==> src/source/histPkg.sv <==
package histPkg;

    // histogram geometry
    localparam int pixelNum = 4;
    localparam int pixelWidth = 2;
    localparam int binNum = 16;
    localparam int binWidth = 4;

    // memory address is {pixel, bin}
    localparam int addrWidth = pixelWidth + binWidth;

    // one count per pixel and bin, saturating
    localparam int countWidth = 8;
    localparam logic [countWidth-1:0] countMax = '1;

    // input buffer depth, equal to the sender's starting credits
    localparam int creditDepth = 4;
    localparam int bufPtrWidth = 2;

    // updater control
    // idle   nothing in flight
    // read   samples popping and pipelining
    // write  frame-last sample popped, waiting for its write
    // drain  sweep requested, waiting for sweepDone
    typedef enum logic [1:0] {
        updIdle,
        updRead,
        updWrite,
        updDrain
    } updState;

    // sweep control
    typedef enum logic [1:0] {
        sweepIdle,
        sweepScan,
        sweepReport
    } sweepState;

endpackage
==> src/source/histTop.sv <==
`timescale 1ns/100ps

module histTop (
    input  logic                            clk,
    input  logic                            rst,
    input  logic                            sampleValid,
    input  logic [histPkg::pixelWidth-1:0]  samplePixel,
    input  logic [histPkg::binWidth-1:0]    sampleBin,
    input  logic                            frameLast,
    output logic                            creditReturn,
    output logic                            peakValid,
    output logic [histPkg::pixelWidth-1:0]  peakPixel,
    output logic [histPkg::binWidth-1:0]    peakBin,
    output logic [histPkg::countWidth-1:0]  peakCount
);

    // updater side of the memory
    logic [histPkg::addrWidth-1:0]  updRdAddr;
    logic                           updRdEn;
    logic [histPkg::addrWidth-1:0]  updWrAddr;
    logic                           updWrEn;
    logic [histPkg::countWidth-1:0] updWrData;

    // sweep side of the memory
    logic [histPkg::addrWidth-1:0]  swpRdAddr;
    logic                           swpRdEn;
    logic [histPkg::addrWidth-1:0]  swpWrAddr;
    logic                           swpWrEn;

    // shared read data, owner picked by sweepActive
    logic [histPkg::countWidth-1:0] rdData;

    // frame handoff
    logic                           sweepStart;
    logic                           sweepDone;
    logic                           sweepActive;

    histUpdater i_updater (
        .clk         (clk),
        .rst         (rst),
        .sampleValid (sampleValid),
        .samplePixel (samplePixel),
        .sampleBin   (sampleBin),
        .frameLast   (frameLast),
        .creditReturn(creditReturn),
        .rdAddr      (updRdAddr),
        .rdEn        (updRdEn),
        .rdData      (rdData),
        .wrAddr      (updWrAddr),
        .wrEn        (updWrEn),
        .wrData      (updWrData),
        .sweepStart  (sweepStart),
        .sweepActive (sweepActive),
        .sweepDone   (sweepDone)
    );

    peakSweep i_sweep (
        .clk        (clk),
        .rst        (rst),
        .sweepStart (sweepStart),
        .sweepActive(sweepActive),
        .sweepDone  (sweepDone),
        .rdAddr     (swpRdAddr),
        .rdEn       (swpRdEn),
        .wrAddr     (swpWrAddr),
        .wrEn       (swpWrEn),
        .rdData     (rdData),
        .peakValid  (peakValid),
        .peakPixel  (peakPixel),
        .peakBin    (peakBin),
        .peakCount  (peakCount)
    );

    histMemory i_memory (
        .clk        (clk),
        .sweepActive(sweepActive),
        .updRdAddr  (updRdAddr),
        .updRdEn    (updRdEn),
        .updWrAddr  (updWrAddr),
        .updWrEn    (updWrEn),
        .updWrData  (updWrData),
        .swpRdAddr  (swpRdAddr),
        .swpRdEn    (swpRdEn),
        .swpWrAddr  (swpWrAddr),
        .swpWrEn    (swpWrEn),
        .rdData     (rdData)
    );

endmodule

==> src/source/peakSweep.sv <==
`timescale 1ns/100ps

module peakSweep (
    input  logic                            clk,
    input  logic                            rst,
    input  logic                            sweepStart,
    output logic                            sweepActive,
    output logic                            sweepDone,
    output logic [histPkg::addrWidth-1:0]   rdAddr,
    output logic                            rdEn,
    output logic [histPkg::addrWidth-1:0]   wrAddr,
    output logic                            wrEn,
    input  logic [histPkg::countWidth-1:0]  rdData,
    output logic                            peakValid,
    output logic [histPkg::pixelWidth-1:0]  peakPixel,
    output logic [histPkg::binWidth-1:0]    peakBin,
    output logic [histPkg::countWidth-1:0]  peakCount
);

    histPkg::sweepState state;

    logic [histPkg::pixelWidth-1:0] pixelIdx;
    logic [histPkg::binWidth-1:0]   binIdx;

    // read one cycle ago, data valid now
    logic                           rdValidQ;
    logic [histPkg::addrWidth-1:0]  rdAddrQ;
    logic [histPkg::binWidth-1:0]   dataBin;

    // running maximum of the current pixel
    logic [histPkg::countWidth-1:0] maxCount;
    logic [histPkg::binWidth-1:0]   maxBin;
    logic [histPkg::countWidth-1:0] nextMax;
    logic [histPkg::binWidth-1:0]   nextBin;

    assign rdEn    = (state == histPkg::sweepScan);
    assign rdAddr  = {pixelIdx, binIdx};
    assign dataBin = rdAddrQ[histPkg::binWidth-1:0];

    // clear each word one cycle after its read
    assign wrEn   = rdValidQ;
    assign wrAddr = rdAddrQ;

    // bin 0 restarts the max, only strictly greater replaces it
    always_comb begin
        nextMax = maxCount;
        nextBin = maxBin;
        if (dataBin == '0) begin
            nextMax = rdData;
            nextBin = '0;
        end else if (rdData > maxCount) begin
            nextMax = rdData;
            nextBin = dataBin;
        end
    end

    always_ff @(posedge clk) begin
        if (rst) begin
            state       <= histPkg::sweepIdle;
            pixelIdx    <= '0;
            binIdx      <= '0;
            rdValidQ    <= 1'b0;
            sweepActive <= 1'b0;
            sweepDone   <= 1'b0;
            peakValid   <= 1'b0;
        end else begin
            rdValidQ  <= rdEn;
            peakValid <= 1'b0;
            sweepDone <= 1'b0;
            // held through the last report
            if (sweepDone) begin
                sweepActive <= 1'b0;
            end
            case (state)
                histPkg::sweepIdle: begin
                    if (sweepStart) begin
                        state       <= histPkg::sweepScan;
                        pixelIdx    <= '0;
                        binIdx      <= '0;
                        sweepActive <= 1'b1;
                    end
                end
                histPkg::sweepScan: begin
                    binIdx <= binIdx + 1'b1;
                    if (binIdx == histPkg::binWidth'(histPkg::binNum - 1)) begin
                        state <= histPkg::sweepReport;
                    end
                end
                histPkg::sweepReport: begin
                    // last bin's data arrives this cycle
                    peakValid <= 1'b1;
                    pixelIdx  <= pixelIdx + 1'b1;
                    if (pixelIdx == histPkg::pixelWidth'(histPkg::pixelNum - 1)) begin
                        state     <= histPkg::sweepIdle;
                        sweepDone <= 1'b1;
                    end else begin
                        state <= histPkg::sweepScan;
                    end
                end
                default: state <= histPkg::sweepIdle;
            endcase
        end
    end

    always_ff @(posedge clk) begin
        rdAddrQ <= rdAddr;
        if (rdValidQ) begin
            maxCount <= nextMax;
            maxBin   <= nextBin;
        end
        if (state == histPkg::sweepReport) begin
            peakPixel <= pixelIdx;
            peakBin   <= nextBin;
            peakCount <= nextMax;
        end
    end

    // reports only come out of an active sweep
    peakInsideSweep: assert property (
        @(posedge clk) disable iff (rst) peakValid |-> sweepActive
    );

endmodule

==> src/source/histUpdater.sv <==
`timescale 1ns/100ps

module histUpdater (
    input  logic                            clk,
    input  logic                            rst,
    input  logic                            sampleValid,
    input  logic [histPkg::pixelWidth-1:0]  samplePixel,
    input  logic [histPkg::binWidth-1:0]    sampleBin,
    input  logic                            frameLast,
    output logic                            creditReturn,
    output logic [histPkg::addrWidth-1:0]   rdAddr,
    output logic                            rdEn,
    input  logic [histPkg::countWidth-1:0]  rdData,
    output logic [histPkg::addrWidth-1:0]   wrAddr,
    output logic                            wrEn,
    output logic [histPkg::countWidth-1:0]  wrData,
    output logic                            sweepStart,
    input  logic                            sweepActive,
    input  logic                            sweepDone
);

    histPkg::updState state;

    // credit buffer
    logic [histPkg::addrWidth-1:0]   bufAddr [histPkg::creditDepth];
    logic                            bufLast [histPkg::creditDepth];
    logic [histPkg::bufPtrWidth-1:0] wrPtr;
    logic [histPkg::bufPtrWidth-1:0] rdPtr;
    logic [histPkg::bufPtrWidth:0]   bufCount;
    logic                            canPop;
    logic                            pop;
    logic                            popLast;

    // stage 1 waits for read data, stage 2 writes
    logic                            s1Valid;
    logic [histPkg::addrWidth-1:0]   s1Addr;
    logic                            s1Last;
    logic [histPkg::countWidth-1:0]  s1Count;
    logic [histPkg::countWidth-1:0]  s1Inc;
    logic                            s2Valid;
    logic [histPkg::addrWidth-1:0]   s2Addr;
    logic                            s2Last;
    logic [histPkg::countWidth-1:0]  s2Data;

    // write of the previous cycle, landed on the same edge as the s1 read
    logic                            prevValid;
    logic [histPkg::addrWidth-1:0]   prevAddr;
    logic [histPkg::countWidth-1:0]  prevData;

    // no pops once a frame end is taken, nor during the sweep
    assign canPop  = (state == histPkg::updIdle) || (state == histPkg::updRead);
    assign pop     = (bufCount != '0) && canPop && !sweepActive;
    assign popLast = bufLast[rdPtr];

    // read issued and credit returned in the pop cycle
    assign creditReturn = pop;
    assign rdEn         = pop;
    assign rdAddr       = bufAddr[rdPtr];

    // newest write wins, then the one already in memory but missed by the read
    always_comb begin
        if (s2Valid && (s2Addr == s1Addr)) begin
            s1Count = s2Data;
        end else if (prevValid && (prevAddr == s1Addr)) begin
            s1Count = prevData;
        end else begin
            s1Count = rdData;
        end
    end

    // saturate at full scale
    assign s1Inc = (s1Count == histPkg::countMax) ? s1Count : s1Count + 1'b1;

    assign wrEn   = s2Valid;
    assign wrAddr = s2Addr;
    assign wrData = s2Data;

    always_ff @(posedge clk) begin
        if (rst) begin
            state      <= histPkg::updIdle;
            wrPtr      <= '0;
            rdPtr      <= '0;
            bufCount   <= '0;
            s1Valid    <= 1'b0;
            s2Valid    <= 1'b0;
            prevValid  <= 1'b0;
            sweepStart <= 1'b0;
        end else begin
            if (sampleValid) begin
                wrPtr <= wrPtr + 1'b1;
            end
            if (pop) begin
                rdPtr <= rdPtr + 1'b1;
            end
            case ({sampleValid, pop})
                2'b10:   bufCount <= bufCount + 1'b1;
                2'b01:   bufCount <= bufCount - 1'b1;
                default: bufCount <= bufCount;
            endcase

            s1Valid    <= pop;
            s2Valid    <= s1Valid;
            prevValid  <= s2Valid;
            sweepStart <= 1'b0;

            case (state)
                histPkg::updIdle: begin
                    if (pop) begin
                        state <= popLast ? histPkg::updWrite : histPkg::updRead;
                    end
                end
                histPkg::updRead: begin
                    if (pop && popLast) begin
                        state <= histPkg::updWrite;
                    end else if (!pop && !s1Valid) begin
                        // only s2 left, its write lands this edge
                        state <= histPkg::updIdle;
                    end
                end
                histPkg::updWrite: begin
                    // frame-last write completes at this edge
                    if (s2Valid && s2Last) begin
                        state      <= histPkg::updDrain;
                        sweepStart <= 1'b1;
                    end
                end
                histPkg::updDrain: begin
                    if (sweepDone) begin
                        state <= histPkg::updIdle;
                    end
                end
                default: state <= histPkg::updIdle;
            endcase
        end
    end

    // buffer payload and pipeline data
    always_ff @(posedge clk) begin
        if (sampleValid) begin
            bufAddr[wrPtr] <= {samplePixel, sampleBin};
            bufLast[wrPtr] <= frameLast;
        end
        s1Addr   <= rdAddr;
        s1Last   <= popLast;
        s2Addr   <= s1Addr;
        s2Last   <= s1Last;
        s2Data   <= s1Inc;
        prevAddr <= s2Addr;
        prevData <= s2Data;
    end

    // sender holds at most creditDepth credits
    bufNoOverflow: assert property (
        @(posedge clk) disable iff (rst) bufCount <= histPkg::creditDepth
    );

    // a full buffer means the sender is out of credits
    noSampleWhenFull: assert property (
        @(posedge clk) disable iff (rst) (bufCount == histPkg::creditDepth) |-> !sampleValid
    );

endmodule

==> src/source/histMemory.sv <==
`timescale 1ns/100ps

module histMemory (
    input  logic                            clk,
    input  logic                            sweepActive,
    input  logic [histPkg::addrWidth-1:0]   updRdAddr,
    input  logic                            updRdEn,
    input  logic [histPkg::addrWidth-1:0]   updWrAddr,
    input  logic                            updWrEn,
    input  logic [histPkg::countWidth-1:0]  updWrData,
    input  logic [histPkg::addrWidth-1:0]   swpRdAddr,
    input  logic                            swpRdEn,
    input  logic [histPkg::addrWidth-1:0]   swpWrAddr,
    input  logic                            swpWrEn,
    output logic [histPkg::countWidth-1:0]  rdData
);

    logic [histPkg::countWidth-1:0] mem [histPkg::pixelNum*histPkg::binNum];

    logic [histPkg::addrWidth-1:0] rdAddr;
    logic                          rdEn;
    logic [histPkg::addrWidth-1:0] wrAddr;
    logic                          wrEn;

    // port owner follows sweepActive
    assign rdAddr = sweepActive ? swpRdAddr : updRdAddr;
    assign rdEn   = sweepActive ? swpRdEn   : updRdEn;
    assign wrAddr = sweepActive ? swpWrAddr : updWrAddr;
    assign wrEn   = sweepActive ? swpWrEn   : updWrEn;

    // power-up content zero, later frames are cleared by the sweep
    initial begin
        for (int i = 0; i < histPkg::pixelNum*histPkg::binNum; i++) begin
            mem[i] = '0;
        end
    end

    always_ff @(posedge clk) begin
        // sweep side only ever clears
        if (wrEn) begin
            mem[wrAddr] <= sweepActive ? '0 : updWrData;
        end
        // old data on a same-address read, updater forwards around it
        if (rdEn) begin
            rdData <= mem[rdAddr];
        end
    end

    // updater must be parked for the whole sweep
    updParkedDuringSweep: assert property (
        @(posedge clk) sweepActive |-> !(updRdEn || updWrEn)
    );

endmodule

==> config.mk <==
export PLATFORM = sky130hd
export DESIGN_NAME = histTop
export DESIGN_NICKNAME = d
export VERILOG_FILES = /design/src/source/histPkg.sv /design/src/source/histTop.sv /design/src/source/peakSweep.sv /design/src/source/histUpdater.sv /design/src/source/histMemory.sv
export SDC_FILE = /design/constraint.sdc
export NUM_CORES = 1
export LEC_CHECK = 0
export BUFFER_PORTS_ARGS = -buffer_cell sky130_fd_sc_hd__buf_2
export CAP_MARGIN = 5
export CORE_MARGIN = 5
export CORE_UTILIZATION = 35
export DETAILED_ROUTE_END_ITERATION = 10
export HOLD_SLACK_MARGIN = 0.15
export SYNTH_ARGS = -nofsm -noshare
export SYNTH_HDL_FRONTEND = slang
export SYNTH_SLANG_ARGS = --single-unit
==> constraint.sdc <==
create_clock -name clk -period 8.8 [get_ports clk]
set_clock_uncertainty 0.15 [all_clocks]
set_input_delay 2.64 -clock clk [delete_from_list [all_inputs] [get_ports clk]]
set_output_delay 2.64 -clock clk [all_outputs]
set_load 0.01 [all_outputs]
==> results.toml, run 1 <==
[cells_and_area]
n_fill_cell = 6620
regArea_um2 = 18600
drive_gt1_share_pct = 9.15
stdcell_count = 2875
layout_commonest_cell = "edfxtp_1"
nets = 1897
multi_input_area_um2 = 6310
syn2layout_area_growth_pct = 12.5
post-route-cell-area_um2 = 28500
mostFrequentLayoutCells = "574 x edfxtp_1, 450 x nand2_1, 118 x nand3_1, 104 x nor2_1, 88 x a31oi_1"
fin_util_pct = 39.8

[worst_setup_path]
cp.required_ps = 6010
regToRegStartpoint = "i_sweep.sweepActive"
rr_endpoint = "i_memory.rdData[2]"
crit_fanout = 34
arrival_ps = 2150
start_kind = "flop"
worstSetupPathType = "flop to output pin"
crit_path_end_kind = "output pin"
ff2ff_setup_slack_ps = 4370
r2r_cells = 9

[logic_synthesis]
synth_nets = 1885
yosysWarningCount = 0
yosys.area_share.adder_pct = 0.820
synth_area_leaders = "edfxtp_1 68%, nand2_1 6.7%, dfxtp_1 5.5%"
ys_seq_elements = 643
synth_top_area_share_pct = 68.0
synthMuxAreaShare_pct = 3.88
synth_top_family_by_area = "simple AND/OR/NAND/NOR gates"
synth_ff_type = "edfxtp_1"
ys_async_sr_fraction_pct = 0
synth_xor_area_share_pct = 0.622
ys_types = 62
syn_area_per_cell_um2 = 13.6
synth_edf_count = 574
synthCells = 1859
ys_seq_area_share_pct = 73.5
synthesis.area_um2 = 25300
synth-compound-area-share_pct = 7.08
synth_largest_area_cell = "edfxtp_1"
yosys.area_share.simple_pct = 12.0

[status]
outcome = "completed"

[timing]
finalCriticalPeriod_ps = 4940
slew_viol_final = 0
fmaxAchievable_mhz = 202
worst_pin_slew_ps = 1100
timing.slew.headroom_pct = 26.7
rsz0062_at_grt = "false"
finalSetupTns_ps = 0
hold_viol = 0
setup_viol_count_final = 0
finalCritPeriodShare_pct = 56.2

[clocking]
clock_path_buffers = 3
cts_made_buffers = 61
clkTransAtPathRegs_ps = 60
cts-root-buf = "clkbuf_16"
postCtsSetupBuffers = 0
ctsResizeCount = 0
postCtsHoldBufs = 0
numClockSinks = 643
cts_tree = "built"
clock_latency_ps = 660
htreeDepth = 2

[floorplan]
die_x_um = 279
placementRows = 98
pin_count = 26
die_h_um = 279
core_area_um2 = 71600
initial_utilization_pct = 35.4
die_area_um2 = 77900

[grt]
grt_max_degree = 74
antenna_found_initial = 1
grt_pass1_wl_mm = 94.6
grt_use_total_pct = 15.6
first_global_vias = 15108
grt_overflow = 0

[detailed_routing]
post_drt_via_cell_ratio = 5.35
drt-pass1-iter-count = 5
route.detailed.drc = 0
drt_iter0_drc = 1550
wl_mm = 62.2
wl_per_cell_um = 21.6
num_vias = 15391
antenna_left = 0

[min_path]
hold_depth = 0
hold_path_end = "i_updater.s2Last"
min_path_type = "flop to flop"
worstHoldStart = "i_updater.s1Last"

[placement]
place.gp.congestion = 0.850
place_area_um2 = 26500
dpl.cell_count = 2758
io_buffers = 25
place_hpwl_mm = 37.1

[power_and_ir_drop]
power_mw = 9.17
leakagePower_nw = 9.49
p_per_area_nw_per_um2 = 322
ir_drop_uv = 290

[job]
maxCapViolCount = 0
routing by layer:
metal  routed length (µm)  up-vias  global-route usage [%]
met3                 4400      110                    2.71
met1                25600     7756                    21.1
met4                 2040        0                    5.25
met2                30200      565                    25.7
met5                    0        -                       0
li1                     -     6960                       -
stage by stage:
stage	setup slack (ps)	hold WS, ps
global route	3720	187
global placement	4520	161
detailed placement	4430	168
finish	3860	178
floorplan	4760	160
CTS	3800	179
report_power, final:
part           switching [mW]  internal [mW]
clock                    1.14           1.51
combinational            1.82          0.680
sequential              0.147           3.87
area by class of cell:
cell class,count,share of cell area (%)
repair buffers,46,0.992
clock inverters,38,1.31
well taps,950,4.17
diodes,1,0.00877
multi-input cells,1098,22.1
clock buffers,78,5.82
flip-flops and latches,643,65.3
inverters,21,0.276
worst max path at each step:
| stage | startpoint | end | slack, ps | depth (start not counted) |
|---|---|---|---|---|
| after global placement | sampleValid | i_updater.bufCount[2] | 4520 | 8 |
| after floorplan | sampleValid | i_updater.bufCount[2] | 4760 | 7 |
| after CTS | i_sweep.sweepActive | creditReturn | 3800 | 3 |
| after global routing | i_sweep.sweepActive | creditReturn | 3720 | 3 |
| final | i_sweep.sweepActive | creditReturn | 3860 | 3 |
| after detailed placement | i_sweep.sweepActive | i_memory.rdData[2] | 4430 | 9 |
cell usage after synthesis (all sizes together), types with 3 or more instances:
cell type    n
xnor2       12
mux2        17
nand2      450
and2         9
a21oi       10
and3         3
inv         20
a22o         9
a31oi       89
edfxtp     574
nor2       108
nand4       12
a21o         3
a22oi        5
a32o         9
mux4         5
mux2i       66
dfxtp       69
a32oi       49
or3          3
xor2         6
o21ai       18
o211ai       3
o22a         3
a211oi      10
nor3         8
o21bai       3
nand3      118
nand2b       4
o21a         6
ha          15
a311oi       9
nor2b       12
buf         48
clkbuf      49
flip-flops by register name, summed over array words and instances (netlist names), 3 cells and up, named ones only:
| signal | count |
|---|---|
| i_memory.mem | 512 |
| i_memory.rdData | 8 |
| i_sweep.binIdx | 4 |
| i_sweep.maxBin | 4 |
| i_sweep.maxCount | 8 |
| i_sweep.peakBin | 4 |
| i_sweep.peakCount | 8 |
| i_sweep.wrAddr | 6 |
| i_updater.bufAddr | 24 |
| i_updater.bufCount | 3 |
| i_updater.bufLast | 4 |
| i_updater.prevAddr | 6 |
| i_updater.prevData | 8 |
| i_updater.s1Addr | 6 |
| i_updater.wrAddr | 6 |
| i_updater.wrData | 8 |
logic make-up after synthesis:
kind of cell	after synthesis
and+or+nand+nor	733
xor gates and xnor gates	18
adders and majority gates	16
DFF	643
buffers and inverters	118
muxes	88
AOI/OAI and AO/OA	243
critical path: stages (launching register included):
cell and delay [ps]:
dfxtp_2 910, or3_1 300, inv_1 150, buf_2 170
Note: power is estimated with default switching activity, not from simulation.
==> inputs of run 2 (changes only) <==
clock period = 4.8 ns   (was 8.8 ns; I/O delays follow)
==> results.toml, run 2 (synthesis results as in run 1) <==
[status]
outcome = "completed"

[timing]
final.setup.worst_slack_ps = 843
slew_viol_final = 0
setup_viol_count_final = 0
hold_viol = 0
hold_ws_ps = 186
rsz0062_at_grt = "false"
finalCriticalPeriod_ps = 3960
worst_pin_slew_ps = 1190
fmaxAchievable_mhz = 253
timing.slew.headroom_pct = 20.3
finalSetupTns_ps = 0
finalCritPeriodShare_pct = 82.4

[detailed_routing]
drt_iter0_drc = 1395
wl_mm = 61.5
post_drt_via_cell_ratio = 5.28
drt-pass1-iter-count = 5
num_vias = 15193
route.detailed.drc = 0
antenna_left = 0
wl_per_cell_um = 21.4

[floorplan]
die_h_um = 279
placementRows = 98
pin_count = 26
initial_utilization_pct = 35.4
die_area_um2 = 77900
die_x_um = 279
core_area_um2 = 71600

[cells_and_area]
layout_commonest_cell = "edfxtp_1"
multi_input_area_um2 = 6300
drive_gt1_share_pct = 9.70
nets = 1904
mostFrequentLayoutCells = "574 x edfxtp_1, 450 x nand2_1, 118 x nand3_1, 104 x nor2_1, 88 x a31oi_1"
largest_reg_flops = 512
regMostFlops = "i_memory.mem"
post-route-cell-area_um2 = 28500
largestRegisters = "i_memory.mem (512), i_updater.bufAddr (24)"
regArea_um2 = 18600
syn2layout_area_growth_pct = 12.6
n_antenna_cell = 0
n_fill_cell = 6651

[power_and_ir_drop]
clkPwrFrac_pct = 28.3
leakagePower_nw = 9.51
power_frac_seq_pct = 43.9
p_sw_mw = 5.64
internal-power_mw = 11.1
combPwrFrac_pct = 27.8
ir_drop_uv = 559
swShare_pct = 33.7
p_per_area_nw_per_um2 = 586

[worst_setup_path]
start_kind = "flop"
crit_path_frequent_cell = "a31oi_1"
crit_fanout = 45
worstSetupPathType = "flop to flop"
regToRegStartpoint = "i_sweep.sweepActive"
arrival_ps = 4270
rr_endpoint = "i_memory.rdData[6]"
ff2ff_setup_slack_ps = 840
crit_path_end_kind = "flop"
r2r_cells = 9
cp.required_ps = 5110
critPathMaxStageDelay_ps = 900
crit_slowest_cell = "dfxtp_2"
cp_cell_sequence = "nand2b_1 > o221a_4 > buf_4 > nand2_1 > a31oi_1 > nand3_1 > a31oi_1 > a31oi_1 > a211oi_1"

[clocking]
clock_latency_ps = 630
postCtsSetupBuffers = 0
cts_made_buffers = 60
postCtsHoldBufs = 0
ctsResizeCount = 0
numClockSinks = 643
clkTransAtPathRegs_ps = 70
cts-root-buf = "clkbuf_16"
cts_tree = "built"
clock_path_buffers = 3
htreeDepth = 2

[job]
maxCapViolCount = 0

[min_path]
min_path_type = "flop to flop"
hold_path_end = "i_updater.s2Last"
worstHoldStart = "i_updater.s1Last"
hold_depth = 0

[grt]
grt_max_degree = 75
grt_overflow = 0
first_global_vias = 15035
grt_pass1_wl_mm = 93.0
antenna_found_initial = 0
grt_use_total_pct = 15.4

[placement]
place.gp.congestion = 0.850
place_area_um2 = 26600
io_buffers = 25
place_hpwl_mm = 38.1
place_ws_ps = 894
-- run 2: final cells by class --
class	instances	area share, %
clock buffers	80	5.86
clock inverters	31	1.01
inverters	21	0.276
multi-input cells	1098	22.1
flip-flops and latches	643	65.3
well taps	950	4.17
repair buffers	54	1.33
-- run 2: worst max-delay path by stage --
stage	startpoint	to	slack [ps]	depth (start not counted)
floorplan	i_sweep.sweepActive	i_memory.mem[0][4]	1780	3
CTS	i_sweep.sweepActive	i_memory.rdData[6]	870	9
detailed placement	i_sweep.sweepActive	i_memory.rdData[6]	890	9
finish	i_sweep.sweepActive	i_memory.rdData[6]	840	9
global placement	i_sweep.sweepActive	i_memory.rdData[5]	980	9
global route	i_sweep.sweepActive	i_memory.rdData[6]	640	9
-- run 2: power by group through the flow --
stage / clock [mW] / sequential (mW) / combinational [mW]
detailed placement: 0 / 7.47 / 4.64
CTS: 4.81 / 7.35 / 4.64
global route: 5.04 / 7.38 / 5.00
finish: 4.74 / 7.35 / 4.64
floorplan: 0 / 7.37 / 2.94
global placement: 0 / 7.46 / 4.56
-- run 2: layer usage --
layer | global-route usage, % | vias up | part of all wire (%)
met4 | 4.36 | 0 | 2.6
met2 | 26.2 | 488 | 50
li1 | - | 6968 | -
met3 | 2.34 | 88 | 6.3
met5 | 0 | - | 0
met1 | 20.5 | 7649 | 42
-- run 2: critical path: cells and delay by family (launching register included) --
kind | cells | cell delay [ps]
flip-flops | 1 | 900
buffers and inverters | 1 | 540
AO/OA/AOI/OAI | 5 | 1550
AND/OR/NAND/NOR | 3 | 580
-- run 2: through the flow --
step                instances  util [%]  power [mW]
floorplan                1859         -        10.3
global placement         2766      37.1        12.0
detailed placement       2766      37.1        12.1
CTS                      2877      39.8        16.8
global route             2877      39.8        17.4
finish                   2877      39.8        16.7
==> inputs of run 3 (changes only) <==
ABC_AREA = 1   (was unset)
clock period = 3.5 ns   (was 4.8 ns; I/O delays follow)
==> results.toml, run 3 <==
[detailed_routing]
wl_per_cell_um = 18.5
route.detailed.drc = 0
post_drt_via_cell_ratio = 4.84
antenna_left = 0
drt_iter0_drc = 1724
wl_mm = 71.6
num_vias = 18712
drt-pass1-iter-count = 5

[logic_synthesis]
ys_seq_elements = 643
synth_ff_type = "edfxtp_1"
yosysMostFrequentCell = "edfxtp_1"
synthesis.area_um2 = 27900
ys_seq_area_share_pct = 66.7
ys_async_sr_fraction_pct = 0
synth_area_leaders = "edfxtp_1 62%, nand3_1 10%, nand2_1 7.5%"
synth_top_area_share_pct = 61.7
synth_largest_area_cell = "edfxtp_1"
synth_nets = 2727
yosysWarningCount = 0
synthTopCellsByCount = "574 x edfxtp_1, 572 x nand3_1, 558 x nand2_1, 487 x inv_1, 99 x nor2_1"
ys_types = 35
synthCells = 2701
syn_area_per_cell_um2 = 10.3
synth_edf_count = 574

[worst_setup_path]
crit_path_frequent_cell = "inv_1"
crit_path_end_kind = "flop"
cp_cell_sequence = "inv_1 > buf_4 > or2_2 > o21ai_0 > inv_1 > nand2_1 > nor2_1"
arrival_ps = 3180
cp.required_ps = 3560
crit_slowest_cell = "nor2_1"
start_kind = "flop"
path_delay_family = "simple AND/OR/NAND/NOR gates"
worst-path-buf-inv = 3
crit_fanout = 14
critPathMaxStageDelay_ps = 900
worstSetupPathType = "flop to flop"

[floorplan]
placementRows = 103
initial_utilization_pct = 35.3
die_h_um = 292
die_area_um2 = 85500
die_x_um = 292
pin_count = 26
core_area_um2 = 79000

[cells_and_area]
n_antenna_cell = 0
regArea_um2 = 18600
regMostFlops = "i_memory.mem"
nets = 2787
multi_input_area_um2 = 6910
layout_commonest_cell = "edfxtp_1"
syn2layout_area_growth_pct = 14.4
post-route-cell-area_um2 = 32000
n_fill_cell = 7523
largest_reg_flops = 512
drive_gt1_share_pct = 9.16
mostFrequentLayoutCells = "574 x edfxtp_1, 572 x nand3_1, 556 x nand2_1, 486 x inv_1, 91 x nor2_1"
largestRegisters = "i_memory.mem (512), i_updater.bufAddr (24)"

[clocking]
htreeDepth = 3
clock_latency_ps = 600
cts-root-buf = "clkbuf_16"
cts_made_buffers = 71
clkTransAtPathRegs_ps = 60
numClockSinks = 643
clock_path_buffers = 3
cts_tree = "built"

[placement]
place_area_um2 = 29700
place.gp.congestion = 0.870
place_hpwl_mm = 42.9
io_buffers = 25

[timing]
finalCriticalPeriod_ps = 3120
worst_pin_slew_ps = 1070
rsz0062_at_grt = "false"
setup_viol_count_final = 0
finalSetupTns_ps = 0
hold_viol = 0
slew_viol_final = 0
fmaxAchievable_mhz = 320
finalCritPeriodShare_pct = 89.2
timing.slew.headroom_pct = 28.5

[power_and_ir_drop]
leakagePower_nw = 13.1
p_per_area_nw_per_um2 = 845
ir_drop_uv = 771

[grt]
grt_max_degree = 130
first_global_vias = 18324
grt_use_total_pct = 16.6
grt_pass1_wl_mm = 110
grt_overflow = 0
antenna_found_initial = 0

[min_path]
min_path_type = "flop to flop"

[job]
maxCapViolCount = 0

[status]
outcome = "completed"
## run 3: cell count changes in the layout (fill, tap and decap cells not counted), sizes merged, moves of 12 or more
cell    before  now
inv         24  493
nand3      118  573
nand2      450  563
a31oi       89    2
nand3b       1   83
mux2i       66    0
buf         54  114
a32oi       49    0
o21ai       18   43
mux2        17    0
a21oi       10   26
nor2b       12    0
xnor2       12    0
## run 3: kinds of logic after synthesis
family                     count (synthesis)  synth area share (%)
and+or+nand+nor                         1345                  22.1
DFF                                      643                  66.7
buffers and inverters                    618                  8.95
AOI/OAI and AO/OA                         78                  1.52
adders and majority gates                 16                 0.744
xor gates and xnor gates                   1                0.0314
## run 3: worst paths after layout
| path | start | depth (start not counted) | endpoint | slack, ps |
|---|---|---|---|---|
| setup reg to reg | i_sweep.sweepActive | 7 | i_memory.mem[60][4] | 380 |
| setup / recovery | i_sweep.sweepActive | 7 | i_memory.mem[60][4] | 380 |
| hold reg to reg | i_updater.s1Last | 0 | i_updater.s2Last | 180 |
| hold / removal | i_updater.s1Last | 0 | i_updater.s2Last | 180 |
## run 3: where the power goes
group / internal, mW / switching (mW)
sequential: 9.78 / 0.291
clock: 4.31 / 3.01
combinational: 2.56 / 7.04
## run 3: layer usage
metal	up-vias	global-route usage (%)	share of wire (%)
li1	9072	-	-
met1	8876	22.7	43
met2	630	26.5	46
met3	134	3.42	7.5
met4	0	5.52	3.3
met5	-	0	0
## run 3: layout make-up
class                           count  share of cell area (%)
Clock buffer                       90                    6.08
Sequential cell                   643                    58.3
Clock inverter                     38                    1.06
Timing Repair Buffer              114                    3.07
Multi-Input combinational cell   1440                    21.6
Tap cell                         1050                    4.11
Inverter                          491                    5.78
## run 3: what timing repair did
action | in CTS | in global routing
endpoints found under the hold margin | 0 | 0
hold buffers | 0 | 0
buffers inserted | 0 | 0
gates resized for setup | 0 | 1
setup endpoints to repair | 0 | 1
## run 3: through the flow
step / cells / hold slack (ps) / worst slack, ps / util (%) / power [mW]
floorplan: 2701 / 160 / 517 / - / 16.0
global placement: 3738 / 164 / 357 / 37.6 / 19.7
detailed placement: 3738 / 163 / 308 / 37.6 / 19.8
CTS: 3866 / 177 / 288 / 40.4 / 27.1
global route: 3866 / 199 / 214 / 40.4 / 28.4
finish: 3866 / 178 / 378 / 40.4 / 27.0
